[src/source/aes_pkg.sv]
`default_nettype none

package aes_pkg;

        localparam int block_bits = 128;
        localparam int byte_bits = 8;
        localparam int num_rounds = 10;         // 11 round keys
        localparam int key_index_bits = 4;

        // control fsm states
        localparam logic [1:0] fsm_idle = 2'd0;
        localparam logic [1:0] fsm_expand = 2'd1;
        localparam logic [1:0] fsm_round = 2'd2;
        localparam logic [1:0] fsm_finish = 2'd3;

        // step codes driven to the round datapath
        localparam logic [1:0] step_add_key = 2'd0;
        localparam logic [1:0] step_shift_rows = 2'd1;
        localparam logic [1:0] step_sub_bytes = 2'd2;
        localparam logic [1:0] step_mix_columns = 2'd3;

        localparam logic [byte_bits-1:0] gf_poly = 8'h1b;      // x^8 + x^4 + x^3 + x + 1

        // entry 0 sits in the top byte, one row of 16 entries per line
        localparam logic [256*byte_bits-1:0] sbox_table = {
                128'h637c777bf26b6fc53001672bfed7ab76,
                128'hca82c97dfa5947f0add4a2af9ca472c0,
                128'hb7fd9326363ff7cc34a5e5f171d83115,
                128'h04c723c31896059a071280e2eb27b275,
                128'h09832c1a1b6e5aa0523bd6b329e32f84,
                128'h53d100ed20fcb15b6acbbe394a4c58cf,
                128'hd0efaafb434d338545f9027f503c9fa8,
                128'h51a3408f929d38f5bcb6da2110fff3d2,
                128'hcd0c13ec5f974417c4a77e3d645d1973,
                128'h60814fdc222a908846eeb814de5e0bdb,
                128'he0323a0a4906245cc2d3ac629195e479,
                128'he7c8376d8dd54ea96c56f4ea657aae08,
                128'hba78252e1ca6b4c6e8dd741f4bbd8b8a,
                128'h703eb5664803f60e613557b986c11d9e,
                128'he1f8981169d98e949b1e87e9ce5528df,
                128'h8ca1890dbfe6426841992d0fb054bb16
        };

        localparam logic [256*byte_bits-1:0] inv_sbox_table = {
                128'h52096ad53036a538bf40a39e81f3d7fb,
                128'h7ce339829b2fff87348e4344c4dee9cb,
                128'h547b9432a6c2233dee4c950b42fac34e,
                128'h082ea16628d924b2765ba2496d8bd125,
                128'h72f8f66486689816d4a45ccc5d65b692,
                128'h6c704850fdedb9da5e154657a78d9d84,
                128'h90d8ab008cbcd30af7e45805b8b34506,
                128'hd02c1e8fca3f0f02c1afbd0301138a6b,
                128'h3a9111414f67dcea97f2cfcef0b4e673,
                128'h96ac7422e7ad3585e2f937e81c75df6e,
                128'h47f11a711d29c5896fb7620eaa18be1b,
                128'hfc563e4bc6d279209adbc0fe78cd5af4,
                128'h1fdda8338807c731b11210592780ec5f,
                128'h60517fa919b54a0d2de57a9f93c99cef,
                128'ha0e03b4dae2af5b0c8ebbb3c83539961,
                128'h172b047eba77d626e169146355210c7d
        };

        // rcon for key 1 in the top byte
        localparam logic [num_rounds*byte_bits-1:0] rcon_table = 80'h01020408102040801b36;

        // byte i at bits 8i+7:8i, column c holds bytes 4c to 4c+3
        typedef union packed {
                logic [block_bits/byte_bits-1:0][byte_bits-1:0] bytes;
                logic [3:0][4*byte_bits-1:0] cols;
        } aes_block_u;

        function automatic logic [byte_bits-1:0] xtime(input logic [byte_bits-1:0] b);
                xtime = {b[byte_bits-2:0], 1'b0} ^ (b[byte_bits-1] ? gf_poly : '0);
        endfunction

endpackage

`default_nettype wire

[src/source/aes_inv_control.sv]
`timescale 1ns/10ps
`default_nettype none

module aes_inv_control (
        input  logic                                   clk,
        input  logic                                   rst,
        input  logic                                   read_en,
        input  logic                                   keys_ready,
        output logic                                   start,
        output logic                                   finish,
        output logic [1:0]                             step,
        output logic [aes_pkg::key_index_bits-1:0]     key_index
);

        logic [1:0] fsm;
        logic [1:0] phase;                              // step code inside a round
        logic [aes_pkg::key_index_bits-1:0] round_cnt;
        logic expand_done;

        assign expand_done = keys_ready && !start;      // keys_ready is stale while start is high

        always_ff @(posedge clk) begin
                if (rst) begin
                        fsm <= aes_pkg::fsm_idle;
                        phase <= aes_pkg::step_add_key;
                        round_cnt <= '0;
                        start <= 1'b0;
                end else begin
                        start <= 1'b0;
                        case (fsm)
                        aes_pkg::fsm_idle: begin
                                if (read_en) begin
                                        fsm <= aes_pkg::fsm_expand;
                                        start <= 1'b1;
                                end
                        end
                        aes_pkg::fsm_expand: begin
                                if (expand_done) begin
                                        fsm <= aes_pkg::fsm_round;
                                        phase <= aes_pkg::step_shift_rows;
                                        round_cnt <= 4'd1;
                                end
                        end
                        aes_pkg::fsm_round: begin
                                case (phase)
                                aes_pkg::step_shift_rows: phase <= aes_pkg::step_sub_bytes;
                                aes_pkg::step_sub_bytes: phase <= aes_pkg::step_add_key;
                                aes_pkg::step_add_key: begin
                                        if (round_cnt == aes_pkg::num_rounds) begin
                                                fsm <= aes_pkg::fsm_finish;  // no mix in last round
                                        end else begin
                                                phase <= aes_pkg::step_mix_columns;
                                        end
                                end
                                default: begin
                                        phase <= aes_pkg::step_shift_rows;
                                        round_cnt <= round_cnt + 1'b1;
                                end
                                endcase
                        end
                        default: fsm <= aes_pkg::fsm_idle;
                        endcase
                end
        end

        // while expanding, key 0 is xor'ed an even number of times and the state is unchanged;
        // the cycle keys_ready is seen performs the initial add of key 10
        always_comb begin
                step = aes_pkg::step_add_key;
                key_index = '0;
                case (fsm)
                aes_pkg::fsm_expand: begin
                        if (expand_done) begin
                                key_index = aes_pkg::key_index_bits'(aes_pkg::num_rounds);
                        end
                end
                aes_pkg::fsm_round: begin
                        step = phase;
                        key_index = aes_pkg::key_index_bits'(aes_pkg::num_rounds) - round_cnt;
                end
                default: ;
                endcase
        end

        assign finish = (fsm == aes_pkg::fsm_finish);

endmodule

`default_nettype wire

[config.mk]
export PLATFORM = sky130hd
export DESIGN_NAME = aes_inv_control
export DESIGN_NICKNAME = d
export VERILOG_FILES = /design/src/source/aes_pkg.sv /design/src/source/aes_inv_control.sv
export SDC_FILE = /design/constraint.sdc
export NUM_CORES = 1
export LEC_CHECK = 0
export BUFFER_PORTS_ARGS = -buffer_cell sky130_fd_sc_hd__buf_2
export CAP_MARGIN = 20
export CORE_AREA = 2 2 39 41
export DETAILED_ROUTE_END_ITERATION = 10
export DIE_AREA = 0 0 41 43
export PLACE_DENSITY_LB_ADDON = 0.05
export SLEW_MARGIN = 20
export SYNTH_ARGS = -nofsm -noshare
export SYNTH_HDL_FRONTEND = slang
export SYNTH_SLANG_ARGS = --single-unit
[constraint.sdc]
create_clock -name clk -period 2.35 [get_ports clk]
set_input_delay 0.3525 -clock clk [delete_from_list [all_inputs] [get_ports clk]]
set_output_delay 0.3525 -clock clk [all_outputs]
set_load 0.02 [all_outputs]
-- Yosys cells after proc, flatten, opt, wreduce, memory -nomap -nowiden
Index checks and enable logic that the tools add are counted.
- input port bits: 4
- output and inout bits: 8
- bits in registers: 9
- reductions and logical operators: 10
- equality and inequality tests: 12
- add/subtract/negate cells: 2
- multiplexer cells: 16
- bitwise logic cells: 1
- operators with widths (kind ; count):
    one-hot mux 4 bit (2 select lines) ; 2
    two-way mux 2 bit ; 7
    two-way mux 4 bit ; 3
    one-hot mux 2 bit (3 select lines) ; 2
    != test 2 bit (second input constant) ; 4
    == test 2 bit (second input constant) ; 3
    AND reduction 3 bit ; 2
    adder 4 x 1 -> 4 bit (second input constant) ; 1
    == test 2 x 1 -> 1 bit (second input constant) ; 2
    == test 4 bit (second input constant) ; 1
    zero test 2 bit ; 2
    one-hot mux 2 bit (2 select lines) ; 1
    AND reduction 4 bit ; 1
    subtractor 4 bit (first input constant) ; 1
    != test 3 bit (second input constant) ; 1
    OR reduction 3 bit ; 1
    != test 2 x 1 -> 1 bit (second input constant) ; 1
    nonzero test 2 bit ; 1
    OR reduction 2 bit ; 1
    logical AND 1 bit ; 1
    zero test 1 bit ; 1
    two-way mux 1 bit ; 1
    NOT 1 bit ; 1

-- Logic depth before layout (Yosys ltp)
- depth after elaboration: 4
- gate-level depth with buffers: 7

-- Worst setup path after synthesis
No wires, ideal clock.
- path type: register to output
- start point: reg fsm[0]
- end point: out key_index[1] (netlist name)
- cell stages (with the launch flop): 6
- data required time: 1.997 ns
- setup slack: 0.564 ns
- arrival: 1.434 ns
- cell sequence: dfxtp_1 > inv_1 > ha_1 > clkbuf_1 > nand2_1 > a21boi_0
- longest elaborated chain between the ends: 2
- elaborated cells between the ends (all ways): 3
- RTL lines (what ; RTL line ; text):
    start: declaration ; aes_inv_control.sv:15 ; logic [1:0] fsm;
    start signal: assignment ; aes_inv_control.sv:24 ; fsm <= aes_pkg::fsm_idle;
    start signal: assignment ; aes_inv_control.sv:33 ; fsm <= aes_pkg::fsm_expand;
    start signal: assignment ; aes_inv_control.sv:39 ; fsm <= aes_pkg::fsm_round;
    == test 2 bit / == test 2 x 1 -> 1 bit (equally long branches) ; aes_inv_control.sv:71 ; case (fsm)
    one-hot mux 4 bit (2 select lines) * ; aes_inv_control.sv:71 ;
    end: declaration ; aes_inv_control.sv:12 ; output logic [aes_pkg::key_index_bits-1:0] key_index
Mark *: on every way between the ends. The rest lies on a longest branch, timed or not.

-- Final worst setup path
Same ends and word-level chain as after synthesis.

==> results.toml <==
[outcome]
status = "completed"

[logic_synthesis]
ys_types = 31
synthMuxAreaShare = 0.0468
synthAdderAreaFrac = 0.175
synth_area_um2 = 642
synth.ff_latch_count = 9
synth_top_family_by_area = "simple AND/OR/NAND/NOR gates"
synth-simple-area-share = 0.265
ys_seq_area_frac = 0.281
synth-compound-area-share = 0.158
yosysWarningCount = 0
synth_xor_xnor_area_share = 0.0273
syn-num-nets = 89
synthCells = 76
syn_avg_cell_area_um2 = 8.45

[run]
maxCapViolCount = 0

[critical_path]
r2r-end = "round_cnt[3]"
critPathRequiredTime_ps = 2000
cp_slowest_cell = "ha_1"
r2r-start = "fsm[0]"
critPathBufInv = 2
end_kind = "output pin"
path_cells = "inv_1, ha_1, nand2_1, a21boi_0, buf_2"
crit_type = "reg2out"
crit_path_max_incr_delay_ps = 440
reg2reg_depth = 6
crit_family = "adder cells"
arrival_ps = 1560
critPathLaunchType = "register"
rrSetupSlack_ps = 480
worstPathMaxFanout = 15

[finish]
diodes = 0
syn_to_final_growth_pct = 14.6
final_util = 0.532
instances_no_fill = 105
nFillCells = 157
fin_nets = 103
mostFrequentLayoutCells = "buf_2 (11), ha_1 (9), dfxtp_1 (9)"
layout_commonest_cell = "buf_2"
drive_gt1_frac = 0.191

[clock_network]
cts_sinks = 9
cts_tree = "built"
cts_setup_buffers = 0
cts_root_buffer = "clkbuf_4"
cts_hold_buf = 0
clockBufferDepth = 2
postCtsResizedCells = 0
htree_levels = 1
clk_latency_ps = 260
clk_pin_slew_worst_paths_ps = 60
cts_buffers = 3

[min_path]
worstHoldPathCells = 3
hold_path_end = "start"
hold_class = "in2reg"
worstHoldStart = "read_en"

[place]
place_inst = 101
gp_congestion = 0.747
dp_hpwl_um = 941
io_buffers = 11

[sta]
clock_skew_ps = 1.08
report.final.slew_viol_count = 0
setup_tns_ps = 0
finalCritPeriodShare = 0.816
finalHoldViolCount = 0
fin_crit_ps = 1920
worstMarginPinSlew_ps = 545
slew_headroom = 0.637
rsz0062_at_grt = "false"
finalSetupViolations = 0
maxClockFrequency_mhz = 522

[die]
initial_core_util = 0.464
row_count = 14
ios = 12
fp.dieH_um = 43
fp.dieArea_mm2 = 0.00176
die_w_um = 41
core_area_mm2 = 0.00138

[route]
wl_per_cell_um = 11.9
routed_wl_um = 1250
ant_nets = 0
num_vias = 578
firstDrtPassIters = 4
drc = 0
vias_per_cell = 5.50
drt_iter0_markers = 10

[pwr]
p_per_area_mw_per_mm2 = 980
power_uw = 721
cellLeakagePower_uw = 0.000346
peakVddDrop_uv = 535

[grt]
grt_max_degree = 16
grt-ovfl-total = 0
grt_pass1_vias = 491
antenna_found_initial = 0
grt_use_total = 0.170
grt_pass1_wl_um = 2030
-- worst register-to-register path, delay by kind of cell, from the launching register on --
| family | cells | cell delay, ps |
|---|---|---|
| buffers and inverters | 1 | 90 |
| AND/OR/NAND/NOR | 2 | 330 |
| adder cells (fa/ha/maj) | 1 | 440 |
| multiplexers | 1 | 140 |
| AO/OA/AOI/OAI | 1 | 440 |
| flip-flops | 1 | 330 |
-- how the worst max path moves through the flow --
stage	startpoint	endpoint	slack (ps)	cells past startpoint
floorplan	fsm[0]	key_index[1]	560	5
CTS	fsm[0]	key_index[1]	420	5
finish	fsm[0]	key_index[1]	430	5
global placement	fsm[0]	round_cnt[3]	540	6
global route	fsm[0]	key_index[1]	260	5
detailed placement	fsm[0]	round_cnt[3]	510	6
-- metrics by stage --
| step | cell area (um2) | hold slack [ps] | setup WS, ps |
|---|---|---|---|
| 4_1_cts | 736 | 315 | 419 |
| 3_5_place_dp | 709 | 549 | 507 |
| 2_1_floorplan | 642 | 474 | 564 |
| 5_1_grt | 736 | 332 | 261 |
| 6_report | 736 | 322 | 433 |
| 3_3_place_gp | 709 | 543 | 545 |
-- cell type report --
| cell class | instances | area (um2) | share of cell area |
|---|---|---|---|
| Multi-Input combinational cell | 59 | 432 | 0.587 |
| Sequential cell | 9 | 180 | 0.245 |
| Timing Repair Buffer | 11 | 55.1 | 0.0748 |
| Clock buffer | 4 | 26.3 | 0.0357 |
| Inverter | 6 | 22.5 | 0.0306 |
| Tap cell | 16 | 20.0 | 0.0272 |
-- sequential cells by signal (all words and copies together), names as in the netlist --
signal and count:
fsm 2, phase 2, round_cnt 4, start 1
-- per-layer routing --
layer / share of wire / vias up / GRT usage
met5: 0 / - / 0
met4: 0.0072 / 0 / 0.100
met3: 0.049 / 2 / 0.0314
met2: 0.48 / 14 / 0.253
met1: 0.46 / 271 / 0.218
li1: - / 291 / -
-- cell usage after synthesis --
cell type | n | area [um2]
nand3b_1 | 1 | 7.51
nand2b_1 | 1 | 6.26
a21oi_1 | 4 | 20.0
nor2_1 | 7 | 26.3
inv_1 | 6 | 22.5
clkbuf_1 | 2 | 7.51
a211o_1 | 1 | 8.76
nor2b_1 | 2 | 12.5
nand4b_1 | 1 | 8.76
mux2i_1 | 3 | 30.0
nor3_1 | 1 | 5.00
o31ai_1 | 1 | 7.51
nand3_1 | 2 | 10.0
nor4b_1 | 1 | 8.76
a21boi_0 | 3 | 22.5
xor2_1 | 2 | 17.5
a211oi_1 | 1 | 7.51
dfxtp_1 | 9 | 180
nor4_1 | 1 | 6.26
ha_1 | 9 | 113
o22ai_1 | 1 | 6.26
a311oi_1 | 1 | 8.76
a21bo_2 | 1 | 10.0
or2b_1 | 1 | 7.51
nand2_1 | 5 | 18.8
a222oi_1 | 1 | 10.0
and3_2 | 1 | 7.51
and3_1 | 2 | 12.5
nand4_1 | 1 | 6.26
and2_2 | 1 | 7.51
and2_1 | 3 | 18.8
-- cells by family after synthesis --
logic type | after synthesis
xor+xnor | 2
flops | 9
buf+inv | 8
fa+ha+maj | 9
mux | 3
compound gates | 14
simple gates | 31
-- where the power goes --
group / switching (uW) / internal [uW] / leakage (uW)
clock network: 56.8 / 65.6 / 0.0000150
logic: 218 / 155 / 0.000257
registers: 36.0 / 189 / 0.0000735
total: 311 / 410 / 0.000346
No activity file was read; power rests on OpenSTA's default activity.
