### src/source/aes_pkg.sv
`default_nettype none

package aes_pkg;

        localparam int block_bits = 128;
        localparam int byte_bits = 8;
        localparam int num_rounds = 10;         // 11 round keys
        localparam int key_index_bits = 4;

        // control fsm states
        localparam logic [1:0] fsm_idle = 2'd0;
        localparam logic [1:0] fsm_expand = 2'd1;
        localparam logic [1:0] fsm_round = 2'd2;
        localparam logic [1:0] fsm_finish = 2'd3;

        // step codes driven to the round datapath
        localparam logic [1:0] step_add_key = 2'd0;
        localparam logic [1:0] step_shift_rows = 2'd1;
        localparam logic [1:0] step_sub_bytes = 2'd2;
        localparam logic [1:0] step_mix_columns = 2'd3;

        localparam logic [byte_bits-1:0] gf_poly = 8'h1b;      // x^8 + x^4 + x^3 + x + 1

        // entry 0 sits in the top byte, one row of 16 entries per line
        localparam logic [256*byte_bits-1:0] sbox_table = {
                128'h637c777bf26b6fc53001672bfed7ab76,
                128'hca82c97dfa5947f0add4a2af9ca472c0,
                128'hb7fd9326363ff7cc34a5e5f171d83115,
                128'h04c723c31896059a071280e2eb27b275,
                128'h09832c1a1b6e5aa0523bd6b329e32f84,
                128'h53d100ed20fcb15b6acbbe394a4c58cf,
                128'hd0efaafb434d338545f9027f503c9fa8,
                128'h51a3408f929d38f5bcb6da2110fff3d2,
                128'hcd0c13ec5f974417c4a77e3d645d1973,
                128'h60814fdc222a908846eeb814de5e0bdb,
                128'he0323a0a4906245cc2d3ac629195e479,
                128'he7c8376d8dd54ea96c56f4ea657aae08,
                128'hba78252e1ca6b4c6e8dd741f4bbd8b8a,
                128'h703eb5664803f60e613557b986c11d9e,
                128'he1f8981169d98e949b1e87e9ce5528df,
                128'h8ca1890dbfe6426841992d0fb054bb16
        };

        localparam logic [256*byte_bits-1:0] inv_sbox_table = {
                128'h52096ad53036a538bf40a39e81f3d7fb,
                128'h7ce339829b2fff87348e4344c4dee9cb,
                128'h547b9432a6c2233dee4c950b42fac34e,
                128'h082ea16628d924b2765ba2496d8bd125,
                128'h72f8f66486689816d4a45ccc5d65b692,
                128'h6c704850fdedb9da5e154657a78d9d84,
                128'h90d8ab008cbcd30af7e45805b8b34506,
                128'hd02c1e8fca3f0f02c1afbd0301138a6b,
                128'h3a9111414f67dcea97f2cfcef0b4e673,
                128'h96ac7422e7ad3585e2f937e81c75df6e,
                128'h47f11a711d29c5896fb7620eaa18be1b,
                128'hfc563e4bc6d279209adbc0fe78cd5af4,
                128'h1fdda8338807c731b11210592780ec5f,
                128'h60517fa919b54a0d2de57a9f93c99cef,
                128'ha0e03b4dae2af5b0c8ebbb3c83539961,
                128'h172b047eba77d626e169146355210c7d
        };

        // rcon for key 1 in the top byte
        localparam logic [num_rounds*byte_bits-1:0] rcon_table = 80'h01020408102040801b36;

        // byte i at bits 8i+7:8i, column c holds bytes 4c to 4c+3
        typedef union packed {
                logic [block_bits/byte_bits-1:0][byte_bits-1:0] bytes;
                logic [3:0][4*byte_bits-1:0] cols;
        } aes_block_u;

        function automatic logic [byte_bits-1:0] xtime(input logic [byte_bits-1:0] b);
                xtime = {b[byte_bits-2:0], 1'b0} ^ (b[byte_bits-1] ? gf_poly : '0);
        endfunction

endpackage

`default_nettype wire

### src/source/aes_result_stage.sv
`timescale 1ns/10ps
`default_nettype none

module aes_result_stage (
        input  logic                                   clk,
        input  logic                                   rst,
        input  logic                                   start,
        input  logic                                   finish,
        input  aes_pkg::aes_block_u                    state,
        output logic [aes_pkg::block_bits-1:0]         out_data,
        output logic                                   done
);

        // plaintext held here while the datapath keeps stepping
        always_ff @(posedge clk) begin
                if (finish) begin
                        out_data <= state;
                end
        end

        always_ff @(posedge clk) begin
                if (rst) begin
                        done <= 1'b0;
                end else if (finish) begin
                        done <= 1'b1;
                end else if (start) begin
                        done <= 1'b0;   // next block accepted
                end
        end

endmodule

`default_nettype wire

### config.mk
export PLATFORM = sky130hd
export DESIGN_NAME = aes_result_stage
export DESIGN_NICKNAME = d
export VERILOG_FILES = /design/src/source/aes_pkg.sv /design/src/source/aes_result_stage.sv
export SDC_FILE = /design/constraint.sdc
export NUM_CORES = 1
export LEC_CHECK = 0
export BUFFER_PORTS_ARGS = -buffer_cell sky130_fd_sc_hd__buf_2
export CAP_MARGIN = 20
export CORE_ASPECT_RATIO = 1.2
export CORE_MARGIN = 5
export CORE_UTILIZATION = 25
export DETAILED_ROUTE_END_ITERATION = 6
export RECOVER_POWER = 50
export REMOVE_ABC_BUFFERS = 1
export SLEW_MARGIN = 20
export SYNTH_ARGS = -nofsm -noshare
export SYNTH_HDL_FRONTEND = slang
export SYNTH_SLANG_ARGS = --single-unit
### constraint.sdc
create_clock -name clk -period 0.8 [get_ports clk]
set_input_delay 0.24 -clock clk [delete_from_list [all_inputs] [get_ports clk]]
set_output_delay 0.24 -clock clk [all_outputs]
set_load 0.005 [all_outputs]
Word-level counts from Yosys, hierarchy flattened
Index checks and enable logic that the tools add are counted.

storage, ports and cells
  bits in registers = 129
  word-level logic and storage cells = 5
  input bits = 132
  output and inout bits = 129

cells by class
  reductions and logical operators = 1
  multiplexer cells = 2

operators with widths
  operator           number
  $mux 1             2
  $reduce_bool 2->1  1

Logic depth before layout (Yosys ltp)
Gate-level depths: netlist (run 1).

  word-level depth = 2
  mapped depth = 2
  mapped depth without buffers = 2

Least setup slack after synthesis (run 1)
No wires, ideal clock.

  kind = flip-flop to output port
  start point = reg out_data[0] (netlist name)
  end point = out out_data[0] (netlist name)
  cell stages (with the launch flop) = 1
  path buffers = 0
  arrival time = 0.355 ns
  slack = 0.205 ns
  cell sequence = edfxtp_1

RTL lines
  what                    RTL line                source
  start, declared         aes_result_stage.sv:10  output logic [aes_pkg::block_bits-1:0] out_data,
  start signal, assigned  aes_result_stage.sv:17  out_data <= state;

No word-level cell between the ends.

Final worst setup path (run 1)
  start point = reg out_data[78] (netlist name)
  end point = out out_data[78] (netlist name)

No word-level cell between the ends.

==> results of run 1 <==
==> state kept, by name, indices dropped and copies added, names as in the netlist <==
name	cells
out_data	128
done	1
==> layout by cell type (no fill, tap or decap), types with 2 or more instances in the layout <==
| cell | Yosys | layout |
|---|---|---|
| buf_2 | 0 | 254 |
| edfxtp_1 | 128 | 128 |
| dlygate4sd3_1 | 0 | 124 |
| clkbuf_16 | 0 | 17 |
| clkinvlp_4 | 0 | 5 |
| clkbuf_1 | 0 | 5 |
| bufinv_16 | 0 | 4 |
| clkinv_1 | 0 | 3 |
| buf_12 | 0 | 3 |
| buf_4 | 0 | 2 |
==> per-layer routing <==
| layer | track usage (%) | vias up | share of wire (%) |
|---|---|---|---|
| met1 | 11.8 | 1399 | 32 |
| li1 | - | 1355 | - |
| met4 | 6.54 | 0 | 3.0 |
| met5 | 0 | - | 0 |
| met3 | 5.66 | 24 | 8.4 |
| met2 | 24.2 | 159 | 57 |
==> through the flow <==
step / std cells / power (mW) / TNS [ns] / hold WS, ns / instance area, µm²
after floorplan: 132 / 8.39 / 0 / 0.302 / 3880
after global placement: 605 / 9.39 / -20.88 / 0.407 / 5520
after detailed placement: 605 / 9.43 / -23.73 / 0.412 / 5520
after CTS: 761 / 17.9 / -47.28 / 0.00657 / 7380
after global routing: 761 / 18.4 / -66.13 / 0.0126 / 7380
final: 761 / 17.7 / -55.31 / 0.0318 / 7380
==> power groups by stage <==
| stage | combinational, mW | sequential (mW) | clock (mW) |
|---|---|---|---|
| floorplan | 0.00566 | 8.38 | 0 |
| global route | 1.75 | 8.20 | 8.47 |
| detailed placement | 1.14 | 8.29 | 0 |
| finish | 1.61 | 8.16 | 7.96 |
| global placement | 1.12 | 8.28 | 0 |
| CTS | 1.62 | 8.16 | 8.16 |
==> Yosys cell counts <==
library cell | count | area share [%]
edfxtp_1 | 128 | 99
dfxtp_1 | 1 | 0.52
inv_1 | 1 | 0.097
a21oi_2 | 1 | 0.23
nand2b_1 | 1 | 0.16
==> final cells by class <==
class                           count  area [µm²]  area share [%]
Sequential cell                   129        3860            52.4
Timing Repair Buffer              389        2620            35.5
Clock buffer                       17         425            5.77
Tap cell                          208         260            3.53
Clock inverter                     15         191            2.59
Multi-Input combinational cell      2        15.0           0.203
Inverter                            1        3.75          0.0509
==> what timing repair did <==
action	CTS	global route
hold endpoints to repair	124	0
hold buffers	124	0
endpoints found under the setup margin	129	129
pin swaps	0	0
gates resized for setup	1	1
==> final timing paths <==
check | to | slack [ns] | depth (start not counted)
worst min-delay path | out_data[19]$_DFFE_PP_ | 0.03 | 1
worst max register to register | done$_SDFFE_PP0P_ | 0.17 | 2
worst min register to register | done$_SDFFE_PP0P_ | 0.51 | 2
worst max-delay path | out_data[78] | -0.38 | 1
==> cells by family (layout without fill, tap and decap cells) <==
group / count (synthesis) / count (layout) / synth area share, %
buffers and inverters: 1 / 422 / 0.0966
AOI/OAI and AO/OA: 1 / 1 / 0.226
and+or+nand+nor: 1 / 1 / 0.161
DFF: 129 / 129 / 99.5
==> flow_summary.json, run 1 <==
{
  "synth.avg_cell_area_um2": 29.4,
  "critPathKind": "register to output port",
  "cts_max_level": 4,
  "worst_path_max_delay_cell": "edfxtp_1",
  "synth_seq_cells": 129,
  "ctsRootBufferMaster": "clkbuf_16",
  "core_area_um2": 15500,
  "critPathTopFamily": "flip-flops",
  "syn_area_um2": 3880,
  "yosysWarnings": 0,
  "boundaryPins": 261,
  "grt_pass1_wl_mm": 17.5,
  "drtIter0Drc": 89,
  "drv_slew": 0,
  "p_leak_nw": 3.12,
  "cts-buffers-inserted": 17,
  "seq_power_share_pct": 46.0,
  "power_density_nw_per_um2": 2400,
  "grt_setup_unrepaired": "true",
  "fillers": 1311,
  "grt_max_degree": 39,
  "switching_share_pct": 20.0,
  "postRouteWirelength_mm": 11.9,
  "drive_above_1_share_pct": 52.6,
  "clock_sinks": 129,
  "syn_inst": 132,
  "vias": 2937,
  "antenna_found_initial": 0,
  "reg2reg_from": "done$_SDFFE_PP0P_",
  "drv_cap": 0,
  "start_util_pct": 25.1,
  "ir_worst_vdd_mv": 1.86,
  "clk_pin_slew_ns": 0.06,
  "tritoncts": "built",
  "drc": 0,
  "max_slew.worst_pin.slew_ns": 0.590,
  "grtUsageTotal_pct": 13.1,
  "die_width_um": 124,
  "overflow": 0,
  "cp-end-kind": "output port",
  "rows": 50,
  "hold_violations": 0,
  "fin_nets": 672,
  "dieArea_um2": 18100,
  "drt_first_pass_iters": 4,
  "port_buffers": 260,
  "min-delay-start": "state[19]",
  "p_sw_mw": 3.54,
  "clockBufferDepth": 2,
  "p_int_mw": 14.2,
  "final_util_pct": 47.7,
  "arrival_ns": 0.94,
  "required_ns": 0.56,
  "gp_congestion": 0.696,
  "setup_ws_ns": -0.383,
  "syn_to_final_growth_pct": 90.0,
  "ant_nets": 0,
  "synth.distinct_cells": 5,
  "timing.fmax_ghz": 0.846,
  "num_antenna_cells": 0,
  "cp_max_fo": 1,
  "viasPerCell": 3.86,
  "period_share_pct": 148,
  "fin_skew_ns": 0,
  "synth-seq-area-share_pct": 99.5,
  "min_path_type": "input pin to register",
  "status": "complete, but fails checks",
  "layout_min_cycle_time_ns": 1.18,
  "cp-startpoint": "out_data[78]$_DFFE_PP_",
  "crit_buf_inv": 1,
  "failed_checks": "negative setup slack",
  "pre_cts_slack_ns": -0.204,
  "clock_latency_ns": 0.40,
  "die_height_um": 147,
  "drt-wirelength-per-cell_um": 15.7,
  "setup_viol": 257,
  "start_kind": "register",
  "cts_setup_buffers": 0,
  "pwr-share-comb_pct": 9.1,
  "p_clk_share_pct": 44.9,
  "max_stage_delay_ns": 0.39,
  "path_cells": "buf_2",
  "grt_pass1_vias": 3359,
  "timing.slew.headroom_pct": 60.7
}
Power figures use the tool's default switching activity.
==> run 2, diff against run 1 <==
Settings changed: CORE_UTILIZATION 25 to 41, PLACE_DENSITY set to 0.79, RECOVER_POWER 50 to unset.
==> run 2 against run 1 <==
The flow still finishes with violations (negative setup slack); count of clock-buffer cells in the layout is 1 higher; final cell count fell by 17%; via count fell by 4.3%; total power is 3.1% lower; first-iteration DRC count decreased by 1.1%; largest power group unchanged; non-clock buffer count down 48; clock skew unchanged; design area down 8.3%; sequential power about the same; worst setup slack got worse by 0.026 ns.
==> flow_summary.json, run 2 (synthesis results as in run 1) <==
{
  "grt_pass1_vias": 2977,
  "grt_pass1_wl_mm": 16.5,
  "grtUsageMet1_pct": 20.0,
  "status": "complete, but fails checks",
  "clock_sinks": 129,
  "drt-wirelength-per-cell_um": 18.6,
  "p_leak_nw": 2.94,
  "failed_checks": "negative setup slack",
  "drive_above_1_share_pct": 59.2,
  "crit_cells": 1,
  "final_common_cell": "buf_2",
  "final_util_pct": 72.2,
  "timing.slew.headroom_pct": 82.5,
  "drt_first_pass_iters": 4,
  "cts-buffers-inserted": 17,
  "gp_congestion": 0.800,
  "reg2reg_depth": 3,
  "antenna_found_initial": 2,
  "min_path_type": "input pin to register",
  "cp_max_fo": 1,
  "critPathTopFamily": "flip-flops",
  "cp-startpoint": "out_data[56]$_DFFE_PP_",
  "clk_pin_slew_ns": 0.06,
  "cts_max_level": 4,
  "layout_min_cycle_time_ns": 1.21,
  "top_register": "out_data",
  "grt.busiest_layer": "met2",
  "viasPerCell": 4.46,
  "die_width_um": 98.8,
  "crit_buf_inv": 1,
  "timing.fmax_ghz": 0.827,
  "ctsRootBufferMaster": "clkbuf_16",
  "start_kind": "register",
  "drv_cap": 0,
  "dp.cells": 520,
  "cp-end-kind": "output port",
  "clock_latency_ns": 0.40,
  "hold_violations": 0,
  "path_cells": "buf_6",
  "die_height_um": 117,
  "grt_max_degree": 53,
  "max_slew.worst_pin.slew_ns": 0.262,
  "met3_usage_pct": 8.24,
  "vias": 2810,
  "core_area_um2": 9370,
  "power_density_nw_per_um2": 2540,
  "grtUsageTotal_pct": 20.0,
  "grt_use_met2_pct": 36.4,
  "reg2reg_from": "done$_SDFFE_PP0P_",
  "rows": 39,
  "fin_skew_ns": 0,
  "boundaryPins": 261,
  "ir_worst_vdd_mv": 1.39,
  "placed_cell_area_um2": 5400,
  "largest_reg_flops": 128,
  "required_ns": 0.56,
  "power_mw": 17.2,
  "max_stage_delay_ns": 0.42,
  "clockBufferDepth": 2,
  "hpwl_mm": 8.03,
  "r2r-end": "done$_SDFFE_PP0P_",
  "arrival_ns": 0.97,
  "setup_ws_ns": -0.408,
  "ant_nets": 0,
  "overflow": 0,
  "syn_to_final_growth_pct": 74.3,
  "critPathKind": "register to output port",
  "grt_setup_unrepaired": "true",
  "reg2reg_setup_slack_ns": 0.13,
  "reg_top3": "out_data: 128 flops, done: 1 flops",
  "postRouteWirelength_mm": 11.7,
  "start_util_pct": 41.4,
  "fin_nets": 624,
  "period_share_pct": 151,
  "most-common-layout-cells": "buf_2, edfxtp_1, dlygate4sd3_1, clkbuf_16",
  "dieArea_um2": 11500,
  "port_buffers": 260,
  "instances_no_fill": 630,
  "crit_end": "out_data[56]",
  "drc": 0,
  "final_area_um2": 6770,
  "drv_slew": 0,
  "setup_viol": 129,
  "drtIter0Drc": 88,
  "tritoncts": "built",
  "worst_path_max_delay_cell": "edfxtp_1"
}
-- run 2: changes by cell type in the layout (fill, tap and decap cells not counted) --
cell           change
dlygate4sd3_1     -49
buf_2              +4
clkbuf_1           -4
clkinv_2           +4
buf_4              +3
clkinv_1           -3
clkinvlp_4         -3
clkinv_4           +2
diode_2            +2
buf_12             -1
bufinv_16          -1
-- run 2: worst reg2reg max path: cells and delay by family (launching register included) --
| kind | cells | cell delay (ns) |
|---|---|---|
| AOI/OAI and AO/OA | 1 | 0.13 |
| buffers and inverters | 1 | 0.10 |
| and+or+nand+nor | 1 | 0.06 |
| DFF | 1 | 0.32 |
-- run 2: metal layers --
layer	part of all wire, %	routed length [µm]
met1	33	3810
met4	2.3	270
met5	0	0
met2	57	6670
met3	8.1	945
-- run 2: cell type report --
class | instances | area [µm²]
Tap cell | 123 | 154
Fill cell | 591 | 2600
Sequential cell | 129 | 3860
Inverter | 1 | 3.75
Antenna cell | 2 | 5.00
Clock buffer | 18 | 429
Multi-Input combinational cell | 2 | 15.0
Timing Repair Buffer | 341 | 2130
Clock inverter | 14 | 165
-- run 2: worst min path at each step --
| stage | to | from | cells past startpoint | slack (ns) |
|---|---|---|---|---|
| final | out_data[115]$_DFFE_PP_ | state[115] | 1 | 0.02 |
| after global routing | out_data[115]$_DFFE_PP_ | state[115] | 1 | -0.01 |
| after CTS | out_data[120]$_DFFE_PP_ | state[120] | 1 | 0.0002 |
| after detailed placement | out_data[111]$_DFFE_PP_ | state[111] | 1 | 0.42 |
| after global placement | out_data[27]$_DFFE_PP_ | state[27] | 1 | 0.42 |
| after floorplan | done$_SDFFE_PP0P_ | rst | 1 | 0.30 |
-- run 2: metrics by stage --
step                setup slack [ns]  TNS, ns  hold WS, ns
floorplan                      0.205        0        0.302
global placement              -0.204   -22.42        0.417
detailed placement            -0.223   -25.13        0.418
CTS                           -0.432   -46.10     0.000199
global route                  -0.448   -49.11      -0.0109
finish                        -0.408   -43.24       0.0184
-- run 2: report_power, final --
part | internal [mW] | switching, mW | total (mW)
Combinational | 0.827 | 0.602 | 1.43
Clock | 4.89 | 2.69 | 7.58
Sequential | 8.03 | 0.141 | 8.17
-- run 2: timing repair --
action | CTS | global route
hold buffers | 69 | 6
endpoints found under the hold margin | 69 | 6
endpoints found under the setup margin | 129 | 129
setup buffers | 0 | 1
pin swaps | 0 | 0
gates resized for setup | 1 | 1
gates cloned | 0 | 0
