<file path="src/source/aes_pkg.sv">
`default_nettype none

package aes_pkg;

        localparam int block_bits = 128;
        localparam int byte_bits = 8;
        localparam int num_rounds = 10;         // 11 round keys
        localparam int key_index_bits = 4;

        // control fsm states
        localparam logic [1:0] fsm_idle = 2'd0;
        localparam logic [1:0] fsm_expand = 2'd1;
        localparam logic [1:0] fsm_round = 2'd2;
        localparam logic [1:0] fsm_finish = 2'd3;

        // step codes driven to the round datapath
        localparam logic [1:0] step_add_key = 2'd0;
        localparam logic [1:0] step_shift_rows = 2'd1;
        localparam logic [1:0] step_sub_bytes = 2'd2;
        localparam logic [1:0] step_mix_columns = 2'd3;

        localparam logic [byte_bits-1:0] gf_poly = 8'h1b;      // x^8 + x^4 + x^3 + x + 1

        // entry 0 sits in the top byte, one row of 16 entries per line
        localparam logic [256*byte_bits-1:0] sbox_table = {
                128'h637c777bf26b6fc53001672bfed7ab76,
                128'hca82c97dfa5947f0add4a2af9ca472c0,
                128'hb7fd9326363ff7cc34a5e5f171d83115,
                128'h04c723c31896059a071280e2eb27b275,
                128'h09832c1a1b6e5aa0523bd6b329e32f84,
                128'h53d100ed20fcb15b6acbbe394a4c58cf,
                128'hd0efaafb434d338545f9027f503c9fa8,
                128'h51a3408f929d38f5bcb6da2110fff3d2,
                128'hcd0c13ec5f974417c4a77e3d645d1973,
                128'h60814fdc222a908846eeb814de5e0bdb,
                128'he0323a0a4906245cc2d3ac629195e479,
                128'he7c8376d8dd54ea96c56f4ea657aae08,
                128'hba78252e1ca6b4c6e8dd741f4bbd8b8a,
                128'h703eb5664803f60e613557b986c11d9e,
                128'he1f8981169d98e949b1e87e9ce5528df,
                128'h8ca1890dbfe6426841992d0fb054bb16
        };

        localparam logic [256*byte_bits-1:0] inv_sbox_table = {
                128'h52096ad53036a538bf40a39e81f3d7fb,
                128'h7ce339829b2fff87348e4344c4dee9cb,
                128'h547b9432a6c2233dee4c950b42fac34e,
                128'h082ea16628d924b2765ba2496d8bd125,
                128'h72f8f66486689816d4a45ccc5d65b692,
                128'h6c704850fdedb9da5e154657a78d9d84,
                128'h90d8ab008cbcd30af7e45805b8b34506,
                128'hd02c1e8fca3f0f02c1afbd0301138a6b,
                128'h3a9111414f67dcea97f2cfcef0b4e673,
                128'h96ac7422e7ad3585e2f937e81c75df6e,
                128'h47f11a711d29c5896fb7620eaa18be1b,
                128'hfc563e4bc6d279209adbc0fe78cd5af4,
                128'h1fdda8338807c731b11210592780ec5f,
                128'h60517fa919b54a0d2de57a9f93c99cef,
                128'ha0e03b4dae2af5b0c8ebbb3c83539961,
                128'h172b047eba77d626e169146355210c7d
        };

        // rcon for key 1 in the top byte
        localparam logic [num_rounds*byte_bits-1:0] rcon_table = 80'h01020408102040801b36;

        // byte i at bits 8i+7:8i, column c holds bytes 4c to 4c+3
        typedef union packed {
                logic [block_bits/byte_bits-1:0][byte_bits-1:0] bytes;
                logic [3:0][4*byte_bits-1:0] cols;
        } aes_block_u;

        function automatic logic [byte_bits-1:0] xtime(input logic [byte_bits-1:0] b);
                xtime = {b[byte_bits-2:0], 1'b0} ^ (b[byte_bits-1] ? gf_poly : '0);
        endfunction

endpackage

`default_nettype wire

</file>
<file path="src/source/aes_key_expander.sv">
`timescale 1ns/10ps
`default_nettype none

module aes_key_expander (
        input  logic                                   clk,
        input  logic                                   rst,
        input  logic                                   start,
        input  logic [aes_pkg::block_bits-1:0]         key,
        input  logic [aes_pkg::key_index_bits-1:0]     key_index,
        output aes_pkg::aes_block_u                    round_key,
        output logic                                   keys_ready
);

        aes_pkg::aes_block_u keys [0:aes_pkg::num_rounds];
        aes_pkg::aes_block_u prev_key;
        aes_pkg::aes_block_u next_key;
        logic [aes_pkg::key_index_bits-1:0] exp_count;  // key being derived, 0 when done
        logic [4*aes_pkg::byte_bits-1:0] rot_word;
        logic [4*aes_pkg::byte_bits-1:0] sub_word;
        logic [aes_pkg::byte_bits-1:0] rcon;

        assign prev_key = keys[exp_count - 1'b1];
        assign rot_word = {prev_key.cols[3][7:0], prev_key.cols[3][31:8]};
        assign rcon = aes_pkg::rcon_table[(aes_pkg::num_rounds - exp_count) *
                                          aes_pkg::byte_bits +: aes_pkg::byte_bits];

        always_comb begin
                for (int i = 0; i < 4; i++) begin
                        sub_word[8*i +: 8] = aes_pkg::sbox_table[{~rot_word[8*i +: 8], 3'b000} +:
                                                                 aes_pkg::byte_bits];
                end
        end

        // xor chain across the four words
        always_comb begin
                next_key.cols[0] = prev_key.cols[0] ^ sub_word ^ {24'd0, rcon};
                next_key.cols[1] = prev_key.cols[1] ^ next_key.cols[0];
                next_key.cols[2] = prev_key.cols[2] ^ next_key.cols[1];
                next_key.cols[3] = prev_key.cols[3] ^ next_key.cols[2];
        end

        always_ff @(posedge clk) begin
                if (start) begin
                        keys[0] <= key;
                end else if (exp_count != '0) begin
                        keys[exp_count] <= next_key;
                end
        end

        always_ff @(posedge clk) begin
                if (rst) begin
                        exp_count <= '0;
                        keys_ready <= 1'b0;
                end else if (start) begin
                        exp_count <= 4'd1;
                        keys_ready <= 1'b0;
                end else if (exp_count != '0) begin
                        if (exp_count == aes_pkg::num_rounds) begin
                                exp_count <= '0;
                                keys_ready <= 1'b1;     // key 10 written this edge
                        end else begin
                                exp_count <= exp_count + 1'b1;
                        end
                end
        end

        assign round_key = keys[key_index];

endmodule

`default_nettype wire

</file>
<file path="config.mk">
export PLATFORM = sky130hd
export DESIGN_NAME = aes_key_expander
export DESIGN_NICKNAME = d
export VERILOG_FILES = /design/src/source/aes_pkg.sv /design/src/source/aes_key_expander.sv
export SDC_FILE = /design/constraint.sdc
export NUM_CORES = 2
export LEC_CHECK = 0
export CAP_MARGIN = 20
export CELL_PAD_IN_SITES_DETAIL_PLACEMENT = 0
export CELL_PAD_IN_SITES_GLOBAL_PLACEMENT = 1
export CORE_ASPECT_RATIO = 1.4
export CORE_MARGIN = 2
export CORE_UTILIZATION = 49
export CTS_CLUSTER_DIAMETER = 200
export DETAILED_ROUTE_END_ITERATION = 16
export DONT_BUFFER_PORTS = 1
export HOLD_SLACK_MARGIN = 0.1
export PLACE_DENSITY = 0.75
export SLEW_MARGIN = 20
export SYNTH_ARGS = -nofsm -noshare
export SYNTH_HDL_FRONTEND = slang
export SYNTH_SLANG_ARGS = --single-unit
</file>
<file path="constraint.sdc">
create_clock -name clk -period 12.8 [get_ports clk]
set_input_delay 0.64 -clock clk [delete_from_list [all_inputs] [get_ports clk]]
set_output_delay 0.64 -clock clk [all_outputs]
set_load 0.02 [all_outputs]
</file>
* Word level (Yosys, flattened, before mapping)
Memories as Yosys holds them, arrays and structs flattened.
Cells that the tools add are included.
** Cells by class
- Add/sub/neg operators :: 3
- Equality and inequality tests :: 1
- Shift-type cells :: 5
- Multiplexer cells :: 11
- Bitwise gates (word level) :: 9
- Reduce and logical (&&, ||, !) cells :: 5
** Operators with widths (count)
- $shiftx 2048x12->8 const A :: 4
- $mux 128 :: 1
- $reduce_or 128->1 :: 1
- $xor 32x32->32 :: 4
- $shiftx 80x33->8 const A :: 1
- $not 8->8 :: 4
- $xor 32x8->32 :: 1
- $mux 1 :: 8
- $mux 4 :: 2
- $sub 4x4->5 const A :: 1
- $add 4x1->4 const B :: 1
- $eq 4x4->1 const B :: 1
- $reduce_bool 4->1 :: 1
- $sub 4x1->4 const B :: 1
- $reduce_and 2->1 :: 1
- $reduce_bool 2->1 :: 1
- $reduce_or 2->1 :: 1
** Word-level totals
- Register bits after elaboration :: 5
- Memory bits (writable) :: 1408
- Bits of input ports :: 135
- Output and inout bits :: 129
- Logic and storage cells :: 38
- Memories kept :: 1
** Memories
- keys :: words 11, width 128, rd ports 2, clocked after memory_dff 0, write ports 1, line aes_key_expander.sv:14 : aes_pkg::aes_block_u keys [0:aes_pkg::num_rounds];

* Depth between registers and ports, before layout
An unclocked memory read counts as a cell.
- Depth in word-level cells :: 10
- Depth in mapped cells :: 32
- Mapped depth without buffers :: 21

* Worst setup path after synthesis
OpenSTA, ideal clock, no wires.
- Path type :: reg2reg
- Start point :: register exp_count[0] (netlist name)
- End point :: memory keys[0][0] (netlist name) (enable)
- Library setup time :: 802 ps
- Arrival time :: 12339 ps
- Data required time :: 11998 ps
- Setup slack :: -342 ps
- Cell stages (with the launch flop) :: 16
- Buffers on the path :: 13
- Clock period less this slack :: 13142 ps
- Cell sequence :: dfxtp_1 -> buf_6 -> buf_4 -> buf_4 -> buf_6 -> buf_4 -> buf_6 -> buf_6 -> buf_4 -> buf_2 -> buf_4 -> buf_4 -> buf_4 -> buf_2 -> or3_1 -> o31ai_1
** On the way
- Word-level cells in the longest chain between the ends :: 6
- Elaborated cells on any way between the ends :: 7
- Classes of those cells :: mux (5); reduce/logical (2)
** RTL lines
- from (decl) :: line aes_key_expander.sv:17 : logic [aes_pkg::key_index_bits-1:0] exp_count;
- from (signal assigned) :: line aes_key_expander.sv:62 : exp_count <= exp_count + 1'b1;
- $reduce_bool 4->1 :: line aes_key_expander.sv:45 : end else if (exp_count != '0) begin
- $mux 1 :: line aes_key_expander.sv:45
- $mux 1 :: line aes_key_expander.sv:43 : if (start) begin
- $mux 1 (not written as such) :: line aes_key_expander.sv:46 : keys[exp_count] <= next_key;
- $reduce_or 128->1 (no source line)
- $mux 4 (no source line) / $mux 1 (equally long branches)
- to (decl) :: line aes_key_expander.sv:14
Several ways; a longest one is shown, not always the timed one.

* Final worst setup path
- Start point :: register exp_count[0] (netlist name)
- End point :: memory keys[0][110] (netlist name) (data pin)
** On the way
- Word-level cells in the longest chain between the ends :: 10
- Elaborated cells on any way between the ends :: 15
- Classes of those cells :: add/sub (1); shift (1); mux (4); bitwise (6); reduce/logical (2); memory (1)
** RTL lines
- $sub 4x1->4 :: line aes_key_expander.sv:22 : assign prev_key = keys[exp_count - 1'b1];
- $mem_v2 11x128
- $not 8->8 :: line aes_key_expander.sv:29 : sub_word[8*i +: 8] = aes_pkg::sbox_table[{~rot_word[8*i +: 8], 3'b000} +:
- $shiftx 2048x12->8 :: line aes_key_expander.sv:29
- $xor 32x32->32 :: line aes_key_expander.sv:36 : next_key.cols[0] = prev_key.cols[0] ^ sub_word ^ {24'd0, rcon};
- $xor 32x8->32 :: line aes_key_expander.sv:36
- $xor 32x32->32 :: line aes_key_expander.sv:37 : next_key.cols[1] = prev_key.cols[1] ^ next_key.cols[0];
- $xor 32x32->32 :: line aes_key_expander.sv:38 : next_key.cols[2] = prev_key.cols[2] ^ next_key.cols[1];
- $xor 32x32->32 :: line aes_key_expander.sv:39 : next_key.cols[3] = prev_key.cols[3] ^ next_key.cols[2];
- $mux 128 (no source line) *
Every way passes the cells marked *; elsewhere a longest branch is shown, timed or not.

==> metrics.txt <==
Post-synth top flop=edfxtp_1; WHS Endpoint=keys[10][20]$_DFFE_PP_; DIE AREA=173000 µm²; fmax=103 MHz; TritonCTS clock tree=yes; worst-skew pair later-pin latency=0.84 ns; Post-Syn Area per Cell=13.0 µm²; layout cells sized above 1=20.6%; Core Box Area=169000 µm²; clk sinks=1413; Final nets=6361; Logic pwr share=40.1%; row cnt=179; top cell type's share of synthesized area=50.8%; Internal Power=9.62 mW; CP arrival=10.17 ns; Setup crit start kind=flop; CP required=13.30 ns; number of port buffers=0; Synth Register Bits=1413; cell area after synthesis=83200 µm²; setup TNS=0 ns; Slew HR=-5.70%; Reg2Reg Setup Slack=3.13 ns; fill count=14.2k; Inserted Clock Buffers=141; Seq/Total Area, Yosys=50.9%; routed len/inst=37.9 µm; Post-synth ARST share=0%; pwr/cell area=180 nW/µm²; yosys warns=0; drt initial violations=9255; clock power share=25.0%; Max VDD drop=0.000156 V; vias in the first global route=61.3k; Worst Clk Skew=0.0736 ns; status=finished, violations left; GPL Wtd Cong=1.07; Synth-to-Final Area Change=7.96%; Synth top cells by count=edfxtp_1 (1408), nand2_1 (653), mux4_2 (616); via count=62.9k; RSZ-0062 raised after global routing=no; Buf/Inv on CP=6; Post-Syn Instances=6411; Yosys top cell by area=edfxtp_1; worst r2r dst=keys[0][110]$_DFFE_PP_; chip height=492 µm; switching pwr=6.51 mW; R2R Path Start=exp_count[0]$_SDFFE_PP0P_; largest net degree at the start of global routing=385; die width=352 µm; most frequent cell after synthesis=edfxtp_1; Sequential Power Share=34.9%; Post-synth EDFFs=1408; fin. max-slew vios=103; Root Driver=clkbuf_16; P_leak=28.7 nW; DRT Wirelength=324 mm; final hold viol count=0; Post-DRT Antenna Nets=0; Overflow after GRT=0; Hold Path Cell Cnt=2; Longest Clk Path Bufs=3; crit-path max cell delay=0.88 ns; crit path max fanout=47; share of the clock period used by the worst path=75.6%; r2r worst-path depth=24; delay-heaviest family, CP=buffers and inverters; post-CTS resize count=0; Crit Path Category=flop to flop; HP Class=primary input to flop; CP endpoint kind=flop; H-tree depth=4; clk slew on worst S/H paths=0.06 ns; most area-consuming cells after synthesis=edfxtp_1 (51%), mux4_2 (17%), nand2_1 (2.9%); CP max-delay cell=dfxtp_4; Total GRT Usage=36.7%; MaxCap Viol Count=0; Residual DRC=0; final hold slack=0.232 ns; failing checks=slew limit; post-synth cell types=116; post-layout minimum cycle time=9.67 ns; sw frac=40.3%; critical-path cell list=inv_2, buf_4, ha_1, xor2_4, buf_4, mux4_2, mux2i_1, a21oi_2, buf_4, clkinv_1, ha_1, inv_1, nand2_1, o22ai_1, a31oi_1, a21oi_1, nor3_1, o311ai_0, a211oi_1, nor4_2, xnor2_1, xnor2_1, xnor2_1, o21ai_1; Starting Density=49.2%; Ports=264; iteration count of the initial detailed-routing pass=9; vias per cell=7.36; worst-margin pin slew=1.59 ns; Synthesized Nets=6608; hpwl dp=204 mm; Worst Hold Launch=key[20]; final setup fails=0; first-pass GRT wire length=456 mm; initial antenna violation count=31
layer usage:
layer  wire length (µm)  GRT usage [%]  share of wire [%]
met1             111000           44.7                 34
met2             149000           57.4                 46
met3              40800           11.7                 13
met4              23000           21.3                7.1
met5                270              0              0.083
worst max-delay path by stage:
stage	from	endpoint	slack [ns]	cells past startpoint
3_3_place_gp	exp_count[1]$_SDFFE_PP0P_	keys[10][120]$_DFFE_PP_	3.24	20
6_report	exp_count[0]$_SDFFE_PP0P_	keys[0][110]$_DFFE_PP_	3.13	24
4_1_cts	exp_count[0]$_SDFFE_PP0P_	keys[0][110]$_DFFE_PP_	3.34	22
5_1_grt	exp_count[0]$_SDFFE_PP0P_	keys[0][110]$_DFFE_PP_	2.85	24
2_1_floorplan	exp_count[0]$_SDFFE_PP0P_	keys[1][0]$_DFFE_PP_	0.25	15
3_5_place_dp	exp_count[0]$_SDFFE_PP0P_	keys[10][110]$_DFFE_PP_	3.40	22
registers in the layout (all words and copies together), names as in the netlist:
register / count
exp_count: 4
keys_ready: 1
keys: 1408
final cells by class:
class,count,area (µm²),share of cell area [%]
diodes,11,27.5,0.0306
clock inverters,86,850,0.945
clock buffers,171,3650,4.06
well taps,2262,2830,3.15
inverters,43,164,0.182
flip-flops and latches,1413,42400,47.2
multi-input cells,4375,38300,42.7
repair buffers,190,1620,1.81
worst reg2reg max path, cell delays in order, from the launching register on:
cell and delay [ns]:
dfxtp_4 0.88, inv_2 0.13, buf_4 0.38, ha_1 0.43, xor2_4 0.17, buf_4 0.54
mux4_2 0.40, mux2i_1 0.17, a21oi_2 0.20, buf_4 0.28, clkinv_1 0.50, ha_1 0.62
inv_1 0.29, nand2_1 0.30, o22ai_1 0.25, a31oi_1 0.07, a21oi_1 0.22, nor3_1 0.07
o311ai_0 0.56, a211oi_1 0.18, nor4_2 0.82, xnor2_1 0.38, xnor2_1 0.86, xnor2_1 0.13
o21ai_1 0.54
power groups by stage:
| stage | Clock [mW] | Combinational, mW | Sequential [mW] |
|---|---|---|---|
| floorplan | 0 | 3.82 | 5.70 |
| global placement | 0 | 6.08 | 5.72 |
| detailed placement | 0 | 6.08 | 5.74 |
| CTS | 4.06 | 6.11 | 5.64 |
| global route | 4.24 | 6.63 | 5.65 |
| finish | 4.03 | 6.46 | 5.64 |
logic make-up after synthesis:
kind of cell	count (synthesis)	share of synthesized area, %
XOR/XNOR	202	2.27
adder cells (fa/ha/maj)	62	0.932
AO/OA/AOI/OAI	1602	13.0
multiplexers	982	21.3
buffers and inverters	623	3.47
AND/OR/NAND/NOR	1527	8.02
flip-flops	1413	50.9
per-stage QoR:
step / std cells / utilization [%] / setup slack, ns / power, mW / area (µm²)
after floorplan: 6411 / - / 0.246 / 9.53 / 83200
after global placement: 8273 / 50.3 / 3.24 / 11.8 / 85100
after detailed placement: 8276 / 50.3 / 3.40 / 11.8 / 85200
after CTS: 8536 / 53.0 / 3.34 / 15.8 / 89700
after global routing: 8541 / 53.1 / 2.85 / 16.5 / 89800
final: 8551 / 53.1 / 3.13 / 16.1 / 89900
placed cells by master, fill, tap and decap left out, types with 26 or more instances in the layout:
master	count
a2111oi_0	39
a211oi_1	125
a21oi_1	389
a221oi_1	31
a311oi_1	40
a31oi_1	129
and2_1	28
buf_4	173
clkbuf_1	29
clkbuf_16	141
clkinv_2	28
edfxtp_1	1408
ha_1	61
inv_1	32
mux2_2	151
mux2i_1	210
mux4_2	616
nand2_1	653
nand3_1	128
nor2_1	416
nor3_1	121
o211ai_1	116
o21ai_0	254
o21ai_1	54
o22ai_1	33
o311ai_0	26
xnor2_1	128
xor2_1	58
timing repair:
item	CTS	global route
setup endpoints to repair	0	0
endpoints found under the hold margin	5	0
buffers inserted	0	0
hold buffers	3	0
Note: power is estimated with default switching activity, not from simulation.
